**src/common/ifetch_defines.svh**
```systemverilog
`ifndef IFETCH_DEFINES_SVH
`define IFETCH_DEFINES_SVH

// First fetch address, also the redirect target after a bus error
`define IFETCH_RESET_PC 32'h3000_0000

// Instruction memory geometry
`define IMEM_DEPTH 64
`define IMEM_AW 6

// Cycles from AR accept to RVALID
`define IMEM_RD_LAT 2

`define AXI_ID_W 4

`endif

```
**src/common/axi_pkg.sv**
```systemverilog
package axi_pkg;

    typedef enum logic [1:0] {
        RESP_OKAY   = 2'b00,
        RESP_EXOKAY = 2'b01,
        RESP_SLVERR = 2'b10,
        RESP_DECERR = 2'b11
    } axi_resp_e;

    // Single word beats only
    localparam logic [2:0] AXI_SIZE_4B     = 3'b010;
    localparam logic [1:0] AXI_BURST_FIXED = 2'b00;

endpackage

```
**src/common/rv_isa_pkg.sv**
```systemverilog
package rv_isa_pkg;

    localparam logic [6:0] OPC_JAL    = 7'b1101111;
    localparam logic [6:0] OPC_BRANCH = 7'b1100011;
    localparam logic [2:0] F3_BEQ     = 3'b000;

    // One instruction word, seen raw or through the J and B layouts
    typedef union packed {
        logic [31:0] raw;
        struct packed {
            logic       imm20;
            logic [9:0] imm10_1;
            logic       imm11;
            logic [7:0] imm19_12;
            logic [4:0] rd;
            logic [6:0] opcode;
        } j_fmt;
        struct packed {
            logic       imm12;
            logic [5:0] imm10_5;
            logic [4:0] rs2;
            logic [4:0] rs1;
            logic [2:0] funct3;
            logic [3:0] imm4_1;
            logic       imm11;
            logic [6:0] opcode;
        } b_fmt;
    } rv_insn_u;

endpackage

```
**src/ifu/ifu.sv**
```systemverilog
`timescale 1ns/1ns
`include "ifetch_defines.svh"

module ifu
    import axi_pkg::*, rv_isa_pkg::*;
(
    input  logic                 M_AXI_ACLK,
    input  logic                 ifu_rst,
    input  logic [31:0]          i_pc_next,
    input  logic                 i_pc_update,
    input  logic                 i_post_ready,
    output rv_insn_u             o_ins,
    output logic [31:0]          o_pc,
    output logic                 o_fetch_err,
    output logic                 o_post_valid,

    // Read address
    output logic [31:0]          M_AXI_ARADDR,
    output logic                 M_AXI_ARVALID,
    input  logic                 M_AXI_ARREADY,
    output logic [`AXI_ID_W-1:0] M_AXI_ARID,
    output logic [7:0]           M_AXI_ARLEN,
    output logic [2:0]           M_AXI_ARSIZE,
    output logic [1:0]           M_AXI_ARBURST,

    // Read data
    input  logic                 M_AXI_RVALID,
    output logic                 M_AXI_RREADY,
    input  logic [31:0]          M_AXI_RDATA,
    input  axi_resp_e            M_AXI_RRESP,
    input  logic [`AXI_ID_W-1:0] M_AXI_RID,
    input  logic                 M_AXI_RLAST,

    // Write side, never used by fetch
    output logic [31:0]          M_AXI_AWADDR,
    output logic                 M_AXI_AWVALID,
    input  logic                 M_AXI_AWREADY,
    output logic [7:0]           M_AXI_AWLEN,
    output logic [2:0]           M_AXI_AWSIZE,
    output logic [1:0]           M_AXI_AWBURST,
    output logic [`AXI_ID_W-1:0] M_AXI_AWID,
    output logic                 M_AXI_WVALID,
    input  logic                 M_AXI_WREADY,
    output logic [31:0]          M_AXI_WDATA,
    output logic [3:0]           M_AXI_WSTRB,
    output logic                 M_AXI_WLAST,
    input  logic                 M_AXI_BVALID,
    output logic                 M_AXI_BREADY,
    input  axi_resp_e            M_AXI_BRESP,
    input  logic [`AXI_ID_W-1:0] M_AXI_BID
);

    logic [31:0] pc;
    logic        start_q;
    logic        fetch_start;
    logic        ar_fire;
    logic        r_fire;

    assign M_AXI_AWADDR  = 32'h0;
    assign M_AXI_AWVALID = 1'b0;
    assign M_AXI_AWLEN   = 8'h0;
    assign M_AXI_AWSIZE  = 3'h0;
    assign M_AXI_AWBURST = 2'h0;
    assign M_AXI_AWID    = '0;
    assign M_AXI_WVALID  = 1'b0;
    assign M_AXI_WDATA   = 32'h0;
    assign M_AXI_WSTRB   = 4'h0;
    assign M_AXI_WLAST   = 1'b0;
    assign M_AXI_BREADY  = 1'b0;

    assign M_AXI_ARADDR  = pc;
    assign M_AXI_ARID    = '0;
    assign M_AXI_ARLEN   = 8'h0;
    assign M_AXI_ARSIZE  = AXI_SIZE_4B;
    assign M_AXI_ARBURST = AXI_BURST_FIXED;

    assign ar_fire = M_AXI_ARVALID && M_AXI_ARREADY;
    assign r_fire  = M_AXI_RVALID && M_AXI_RREADY;

    // Kick off once after reset, then once per update pulse
    assign fetch_start = start_q || i_pc_update;

    // ----------------------------------------------------------------------
    // PC and AR/R sequencing
    // ----------------------------------------------------------------------
    always_ff @(posedge M_AXI_ACLK or negedge ifu_rst)
    begin
        if (!ifu_rst)
        begin
            start_q       <= 1'b1;
            pc            <= `IFETCH_RESET_PC;
            M_AXI_ARVALID <= 1'b0;
            M_AXI_RREADY  <= 1'b0;
        end
        else
        begin
            start_q <= 1'b0;
            if (i_pc_update)
                pc <= i_pc_next;
            if (fetch_start)
                M_AXI_ARVALID <= 1'b1;
            else if (ar_fire)
                M_AXI_ARVALID <= 1'b0;
            // Ready stays up for the whole wait on R
            if (ar_fire)
                M_AXI_RREADY <= 1'b1;
            else if (r_fire)
                M_AXI_RREADY <= 1'b0;
        end
    end

    // ----------------------------------------------------------------------
    // Decode-side output stage
    // ----------------------------------------------------------------------
    always_ff @(posedge M_AXI_ACLK or negedge ifu_rst)
    begin
        if (!ifu_rst)
            o_post_valid <= 1'b0;
        else if (r_fire)
            o_post_valid <= 1'b1;
        else if (o_post_valid && i_post_ready)
            o_post_valid <= 1'b0;
    end

    always_ff @(posedge M_AXI_ACLK)
    begin
        if (r_fire)
        begin
            o_ins.raw   <= M_AXI_RDATA;
            o_pc        <= pc;
            o_fetch_err <= (M_AXI_RRESP != RESP_OKAY);
        end
    end

    a_ar_stable: assert property (@(posedge M_AXI_ACLK) disable iff (!ifu_rst)
        M_AXI_ARVALID && !M_AXI_ARREADY |=> M_AXI_ARVALID && $stable(M_AXI_ARADDR));

    a_post_hold: assert property (@(posedge M_AXI_ACLK) disable iff (!ifu_rst)
        o_post_valid && !i_post_ready |=> o_post_valid && $stable(o_ins) && $stable(o_pc)
            && $stable(o_fetch_err));

    // Only one fetch in flight
    a_no_early_update: assert property (@(posedge M_AXI_ACLK) disable iff (!ifu_rst)
        i_pc_update |-> !(M_AXI_ARVALID || M_AXI_RREADY || o_post_valid));

    a_r_single_beat: assert property (@(posedge M_AXI_ACLK) disable iff (!ifu_rst)
        r_fire |-> M_AXI_RLAST && (M_AXI_RID == '0));

endmodule

```
**src/verilog/pc_advance.sv**
```systemverilog
`timescale 1ns/1ns
`include "ifetch_defines.svh"

module pc_advance
    import rv_isa_pkg::*;
(
    input  logic        M_AXI_ACLK,
    input  logic        ifu_rst,
    input  rv_insn_u    i_ins,
    input  logic [31:0] i_pc,
    input  logic        i_fetch_err,
    input  logic        i_post_valid,
    input  logic        i_post_ready,
    output logic [31:0] o_pc_next,
    output logic        o_pc_update
);

    logic        handshake;
    logic [31:0] j_imm;
    logic [31:0] b_imm;
    logic [31:0] target;
    logic        beq_taken;

    assign handshake = i_post_valid && i_post_ready;

    // Sign-extended immediates
    assign j_imm = {{11{i_ins.j_fmt.imm20}}, i_ins.j_fmt.imm20, i_ins.j_fmt.imm19_12,
                    i_ins.j_fmt.imm11, i_ins.j_fmt.imm10_1, 1'b0};
    assign b_imm = {{19{i_ins.b_fmt.imm12}}, i_ins.b_fmt.imm12, i_ins.b_fmt.imm11,
                    i_ins.b_fmt.imm10_5, i_ins.b_fmt.imm4_1, 1'b0};

    // beq x,x is taken without a register read
    assign beq_taken = (i_ins.b_fmt.opcode == OPC_BRANCH)
                    && (i_ins.b_fmt.funct3 == F3_BEQ)
                    && (i_ins.b_fmt.rs1 == i_ins.b_fmt.rs2);

    always_comb
    begin
        if (i_fetch_err)
            target = `IFETCH_RESET_PC;
        else if (i_ins.j_fmt.opcode == OPC_JAL)
            target = i_pc + j_imm;
        else if (beq_taken)
            target = i_pc + b_imm;
        else
            target = i_pc + 32'd4;
    end

    always_ff @(posedge M_AXI_ACLK or negedge ifu_rst)
    begin
        if (!ifu_rst)
            o_pc_update <= 1'b0;
        else
            o_pc_update <= handshake;
    end

    always_ff @(posedge M_AXI_ACLK)
    begin
        if (handshake)
            o_pc_next <= target;
    end

    a_update_pulse: assert property (@(posedge M_AXI_ACLK) disable iff (!ifu_rst)
        o_pc_update |=> !o_pc_update);

endmodule

```
**src/verilog/axi_imem.sv**
```systemverilog
`timescale 1ns/1ns
`include "ifetch_defines.svh"

module axi_imem
    import axi_pkg::*;
(
    input  logic                 M_AXI_ACLK,
    input  logic                 ifu_rst,

    input  logic [31:0]          M_AXI_ARADDR,
    input  logic                 M_AXI_ARVALID,
    output logic                 M_AXI_ARREADY,
    input  logic [`AXI_ID_W-1:0] M_AXI_ARID,
    input  logic [7:0]           M_AXI_ARLEN,
    input  logic [2:0]           M_AXI_ARSIZE,
    input  logic [1:0]           M_AXI_ARBURST,

    output logic                 M_AXI_RVALID,
    input  logic                 M_AXI_RREADY,
    output logic [31:0]          M_AXI_RDATA,
    output axi_resp_e            M_AXI_RRESP,
    output logic [`AXI_ID_W-1:0] M_AXI_RID,
    output logic                 M_AXI_RLAST,

    input  logic                 i_load_en,
    input  logic [`IMEM_AW-1:0]  i_load_addr,
    input  logic [31:0]          i_load_data
);

    logic [31:0]         mem [`IMEM_DEPTH];
    logic                busy;
    logic [1:0]          lat_cnt;
    logic [31:0]         ar_off;
    logic [`IMEM_AW-1:0] ar_idx;
    logic                rd_ok;
    logic                ar_fire;

    assign M_AXI_ARREADY = !busy;
    assign M_AXI_RLAST   = 1'b1;
    assign ar_fire       = M_AXI_ARVALID && M_AXI_ARREADY;

    // Window check, aligned single-word beats only
    assign ar_off = M_AXI_ARADDR - `IFETCH_RESET_PC;
    assign ar_idx = ar_off[`IMEM_AW+1:2];
    assign rd_ok  = (ar_off[31:`IMEM_AW+2] == '0) && (ar_off[1:0] == 2'b00)
                 && (M_AXI_ARLEN == 8'h0) && (M_AXI_ARSIZE == AXI_SIZE_4B)
                 && (M_AXI_ARBURST == AXI_BURST_FIXED);

    always_ff @(posedge M_AXI_ACLK)
    begin
        if (i_load_en)
            mem[i_load_addr] <= i_load_data;
    end

    // ----------------------------------------------------------------------
    // Fixed-latency response
    // ----------------------------------------------------------------------
    always_ff @(posedge M_AXI_ACLK or negedge ifu_rst)
    begin
        if (!ifu_rst)
        begin
            busy         <= 1'b0;
            lat_cnt      <= 2'd0;
            M_AXI_RVALID <= 1'b0;
        end
        else if (ar_fire)
        begin
            busy    <= 1'b1;
            lat_cnt <= 2'(`IMEM_RD_LAT - 1);
        end
        else if (M_AXI_RVALID && M_AXI_RREADY)
        begin
            busy         <= 1'b0;
            M_AXI_RVALID <= 1'b0;
        end
        else if (busy && !M_AXI_RVALID)
        begin
            if (lat_cnt == 2'd0)
                M_AXI_RVALID <= 1'b1;
            else
                lat_cnt <= lat_cnt - 2'd1;
        end
    end

    // Word and response latched at address accept
    always_ff @(posedge M_AXI_ACLK)
    begin
        if (ar_fire)
        begin
            M_AXI_RDATA <= rd_ok ? mem[ar_idx] : 32'h0;
            M_AXI_RRESP <= rd_ok ? RESP_OKAY : RESP_SLVERR;
            M_AXI_RID   <= M_AXI_ARID;
        end
    end

    a_r_hold: assert property (@(posedge M_AXI_ACLK) disable iff (!ifu_rst)
        M_AXI_RVALID && !M_AXI_RREADY |=> M_AXI_RVALID && $stable(M_AXI_RDATA));

endmodule

```
**src/verilog/ifetch_top.sv**
```systemverilog
`timescale 1ns/1ns
`include "ifetch_defines.svh"

module ifetch_top
    import axi_pkg::*, rv_isa_pkg::*;
(
    input  logic                M_AXI_ACLK,
    input  logic                ifu_rst,
    input  logic                i_post_ready,
    input  logic                i_load_en,
    input  logic [`IMEM_AW-1:0] i_load_addr,
    input  logic [31:0]         i_load_data,
    output rv_insn_u            o_ins,
    output logic [31:0]         o_pc,
    output logic                o_fetch_err,
    output logic                o_post_valid
);

    logic [31:0]          araddr;
    logic                 arvalid;
    logic                 arready;
    logic [`AXI_ID_W-1:0] arid;
    logic [7:0]           arlen;
    logic [2:0]           arsize;
    logic [1:0]           arburst;
    logic                 rvalid;
    logic                 rready;
    logic [31:0]          rdata;
    axi_resp_e            rresp;
    logic [`AXI_ID_W-1:0] rid;
    logic                 rlast;
    logic [31:0]          pc_next;
    logic                 pc_update;

    ifu u_ifu (
        .M_AXI_ACLK    (M_AXI_ACLK),
        .ifu_rst       (ifu_rst),
        .i_pc_next     (pc_next),
        .i_pc_update   (pc_update),
        .i_post_ready  (i_post_ready),
        .o_ins         (o_ins),
        .o_pc          (o_pc),
        .o_fetch_err   (o_fetch_err),
        .o_post_valid  (o_post_valid),
        .M_AXI_ARADDR  (araddr),
        .M_AXI_ARVALID (arvalid),
        .M_AXI_ARREADY (arready),
        .M_AXI_ARID    (arid),
        .M_AXI_ARLEN   (arlen),
        .M_AXI_ARSIZE  (arsize),
        .M_AXI_ARBURST (arburst),
        .M_AXI_RVALID  (rvalid),
        .M_AXI_RREADY  (rready),
        .M_AXI_RDATA   (rdata),
        .M_AXI_RRESP   (rresp),
        .M_AXI_RID     (rid),
        .M_AXI_RLAST   (rlast),
        // Write side ends here
        .M_AXI_AWADDR  (),
        .M_AXI_AWVALID (),
        .M_AXI_AWREADY (1'b0),
        .M_AXI_AWLEN   (),
        .M_AXI_AWSIZE  (),
        .M_AXI_AWBURST (),
        .M_AXI_AWID    (),
        .M_AXI_WVALID  (),
        .M_AXI_WREADY  (1'b0),
        .M_AXI_WDATA   (),
        .M_AXI_WSTRB   (),
        .M_AXI_WLAST   (),
        .M_AXI_BVALID  (1'b0),
        .M_AXI_BREADY  (),
        .M_AXI_BRESP   (RESP_OKAY),
        .M_AXI_BID     ('0)
    );

    pc_advance u_pc_advance (
        .M_AXI_ACLK   (M_AXI_ACLK),
        .ifu_rst      (ifu_rst),
        .i_ins        (o_ins),
        .i_pc         (o_pc),
        .i_fetch_err  (o_fetch_err),
        .i_post_valid (o_post_valid),
        .i_post_ready (i_post_ready),
        .o_pc_next    (pc_next),
        .o_pc_update  (pc_update)
    );

    axi_imem u_axi_imem (
        .M_AXI_ACLK    (M_AXI_ACLK),
        .ifu_rst       (ifu_rst),
        .M_AXI_ARADDR  (araddr),
        .M_AXI_ARVALID (arvalid),
        .M_AXI_ARREADY (arready),
        .M_AXI_ARID    (arid),
        .M_AXI_ARLEN   (arlen),
        .M_AXI_ARSIZE  (arsize),
        .M_AXI_ARBURST (arburst),
        .M_AXI_RVALID  (rvalid),
        .M_AXI_RREADY  (rready),
        .M_AXI_RDATA   (rdata),
        .M_AXI_RRESP   (rresp),
        .M_AXI_RID     (rid),
        .M_AXI_RLAST   (rlast),
        .i_load_en     (i_load_en),
        .i_load_addr   (i_load_addr),
        .i_load_data   (i_load_data)
    );

endmodule

```
**config.mk**
```make
export PLATFORM = sky130hd
export DESIGN_NAME = ifetch_top
export DESIGN_NICKNAME = d
export VERILOG_FILES = /design/src/common/axi_pkg.sv /design/src/common/rv_isa_pkg.sv /design/src/ifu/ifu.sv /design/src/verilog/pc_advance.sv /design/src/verilog/axi_imem.sv /design/src/verilog/ifetch_top.sv
export VERILOG_INCLUDE_DIRS = /design/src /design/src/common
export SDC_FILE = /design/constraint.sdc
export NUM_CORES = 2
export LEC_CHECK = 0
export BUFFER_PORTS_ARGS = -buffer_cell sky130_fd_sc_hd__buf_2
export CAP_MARGIN = 5
export CELL_PAD_IN_SITES_DETAIL_PLACEMENT = 1
export CELL_PAD_IN_SITES_GLOBAL_PLACEMENT = 2
export CORE_ASPECT_RATIO = 0.6
export CORE_UTILIZATION = 50
export DETAILED_ROUTE_END_ITERATION = 10
export PLACE_DENSITY = 0.91
export SETUP_SLACK_MARGIN = 0.1
export SLEW_MARGIN = 20
export SYNTH_ARGS = -nofsm -noshare
export SYNTH_HDL_FRONTEND = slang
export SYNTH_HIERARCHICAL = 1
export SYNTH_SLANG_ARGS = --single-unit
```
**constraint.sdc**
```tcl
create_clock -name M_AXI_ACLK -period 3.4 [get_ports M_AXI_ACLK]
set_input_delay 0.68 -clock M_AXI_ACLK [delete_from_list [all_inputs] [get_ports M_AXI_ACLK]]
set_output_delay 0.68 -clock M_AXI_ACLK [all_outputs]
set_load 0.05 [all_outputs]
```
==> summary.txt <==
Global route
  – Largest net degree at the start of global routing: 67
  – Vias in the first global route: 50,300
  – Grt met1 use: 0.463
  – GRT overflow: 0
  – Total GRT Usage: 0.316
  – GR Layer Usage met2: 0.465
  – Grt peak-use layer: met2
  – Initial antenna violation count: 11
  – Met3 Use GR: 0.0883
  – First-pass GRT wire length: 390,000 µm

Placed design
  – Placed Cells: 6,845
  – Detailed-placement wirelength estimate: 166,000 µm
  – Port Buffers: 107
  – Final GP Congestion: 0.932
  – Worst slack at placement: -0.198 ns

Clock network
  – Clock slew at reported path FFs: 0.08 ns
  – Worst-Skew Late Latency: 0.85 ns
  – CTS tree: done
  – H-tree depth: 4
  – Clock Sinks: 2,219
  – CTS buffer count: 192
  – Clock Path Buffers: 4
  – CTS root buf: clkbuf_16

Synth
  – Post-Synthesis Cell Area: 88,300 µm²
  – Synth Instances: 4,221
  – YS warnings: 6
  – Syn Area/Cell: 20.9 µm²

Timing
  – RSZ-0062 raised after global routing: true
  – Clk_skew: 0.0563 ns
  – Slew margin rel.: 0.243
  – Final-report hold violation count: 0
  – Period utilization: 1.03
  – Fin. max-slew vios: 0
  – Setup TNS: -0.187 ns
  – Fin crit period: 3.50 ns
  – Final setup violation count: 2
  – Post-route worst setup slack: -0.0988 ns
  – Worst Tran Pin Value: 1.14 ns
  – Fmax: 286 MHz

Flow run
  – Max-cap viol count: 0

Routing
  – Final antenna-violating net count: 0
  – Avg WL per Cell: 38.9 µm
  – DR iter-0 viols: 8,166
  – Overall routed net length: 280,000 µm
  – TritonRoute pass-1 iters: 6
  – Avg Vias per Cell: 6.87
  – Vias: 49,400
  – DRC Markers: 0

Floorplan
  – Core ar.: 175,000 µm²
  – Die X: 544 µm
  – Top Ports: 108
  – Die Area: 178,000 µm²
  – Die Y-Extent: 327 µm
  – Initial Util: 0.503
  – Cell Rows: 119

Worst setup path
  – R2R depth: 12
  – Worst R2R End: u_pc_advance/o_pc_next[25]
  – Reg-to-Reg Start: u_ifu/o_pc[3]
  – CP max FO: 6
  – CP arrival: 4.06 ns
  – CP startpoint kind: flop
  – CP Class: flop to flop
  – CP required: 3.96 ns
  – Crit path from: u_ifu/o_pc[3]
  – Critical path capture point type: flop
  – R2r setup slk: -0.1 ns

Worst hold path
  – Cells on Worst Hold Path: 3
  – Class of the worst hold path: input pin to flop
  – Hold Crit Endpoint: u_ifu/o_post_valid
  – HP Start: i_post_ready

Pwr
  – Pwr Total: 0.0788 W
  – Lkg Pwr: 32.4 nW
  – VDD IR max: 0.000608 V
  – Pwr per Cell Area: 777 nW/µm²

Layout
  – Fin cells: 7,202
  – P&R area growth vs syn: 14.9%
  – Share of post-route cells with drive strength above 1: 0.303
  – Fin util: 0.578
  – Final net count: 4,781

Status
  – Outcome: finished, violations left
  – Failing checks: negative setup slack
[worst max path at each step]
| stage | to | cells past startpoint |
|---|---|---|
| 2_1_floorplan | u_pc_advance/o_pc_next[31] | 11 |
| 3_3_place_gp | u_pc_advance/o_pc_next[25] | 15 |
| 3_5_place_dp | u_pc_advance/o_pc_next[25] | 15 |
| 4_1_cts | u_pc_advance/o_pc_next[31] | 15 |
| 5_1_grt | u_pc_advance/o_pc_next[31] | 15 |
| 6_report | u_pc_advance/o_pc_next[25] | 12 |
[stage by stage]
step	area, µm²	hold WS (ns)
2_1_floorplan	88400	0.384
3_3_place_gp	95100	0.405
3_5_place_dp	95100	0.406
4_1_cts	101000	0.121
5_1_grt	101000	0.138
6_report	101000	0.153
[final cells by class]
class                   count  area, µm²
inverters                  31        120
clock inverters            90        928
diodes                      4       10.0
clock buffers             251       5100
fillers                 15000      73900
flip-flops and latches   2219      66400
repair buffers            488       4780
multi-input cells        1760      21100
well taps                2359       2950
[registers in the layout, indices dropped and copies added, names as in the netlist, 2 cells and up]
register and flops:
u_axi_imem/mem 2048, u_axi_imem/M_AXI_RDATA 32, u_ifu/M_AXI_ARADDR 32, u_ifu/o_ins 32, u_ifu/o_pc 32, u_pc_advance/o_pc_next 32
u_axi_imem/lat_cnt 2
[critical path: stages (launching register included)]
cell and delay [ns]:
edfxtp_1 0.46, buf_4 0.19, ha_1 0.33, nor2b_1 0.16
o2111ai_1 0.39, nand3b_1 0.27, a31oi_4 0.37, o31ai_4 0.12
buf_12 0.16, a311oi_1 0.36, o2111ai_1 0.18, o31ai_2 0.10
a21oi_1 0.12
[where the power goes]
group          total, W  internal [W]  switching [W]
sequential       0.0317        0.0309       0.000848
clock            0.0220        0.0120         0.0101
combinational    0.0250        0.0106         0.0144
total            0.0788        0.0535         0.0253
[layout by cell type (no fill, tap or decap), types with 32 or more instances in the layout]
cell type and count:
edfxtp_1 2178, nor2_4 62, mux2i_1 93, clkbuf_16 194
buf_2 79, o21ai_0 58, a21oi_1 105, clkbuf_1 54
buf_12 103, dfrtp_1 32, ha_1 42, buf_4 302
nand2_1 165, clkinv_1 37, nand3_1 60, nor2_1 101
mux4_2 554
[timing repair]
| item | in CTS | in global routing |
|---|---|---|
| pin swaps | 6 | 10 |
| endpoints found under the setup margin | 15 | 19 |
| hold endpoints to repair | 10 | 0 |
| buffers inserted | 8 | 3 |
| gates cloned | 0 | 0 |
| hold buffers | 1 | 0 |
| gates resized for setup | 21 | 15 |
[metal layers]
layer	vias to the layer above	part of all wire
met5	-	0.00032
met4	14	0.032
met3	572	0.14
met2	4088	0.45
met1	26300	0.38
li1	18500	-
Power figures use the tool's default switching activity.
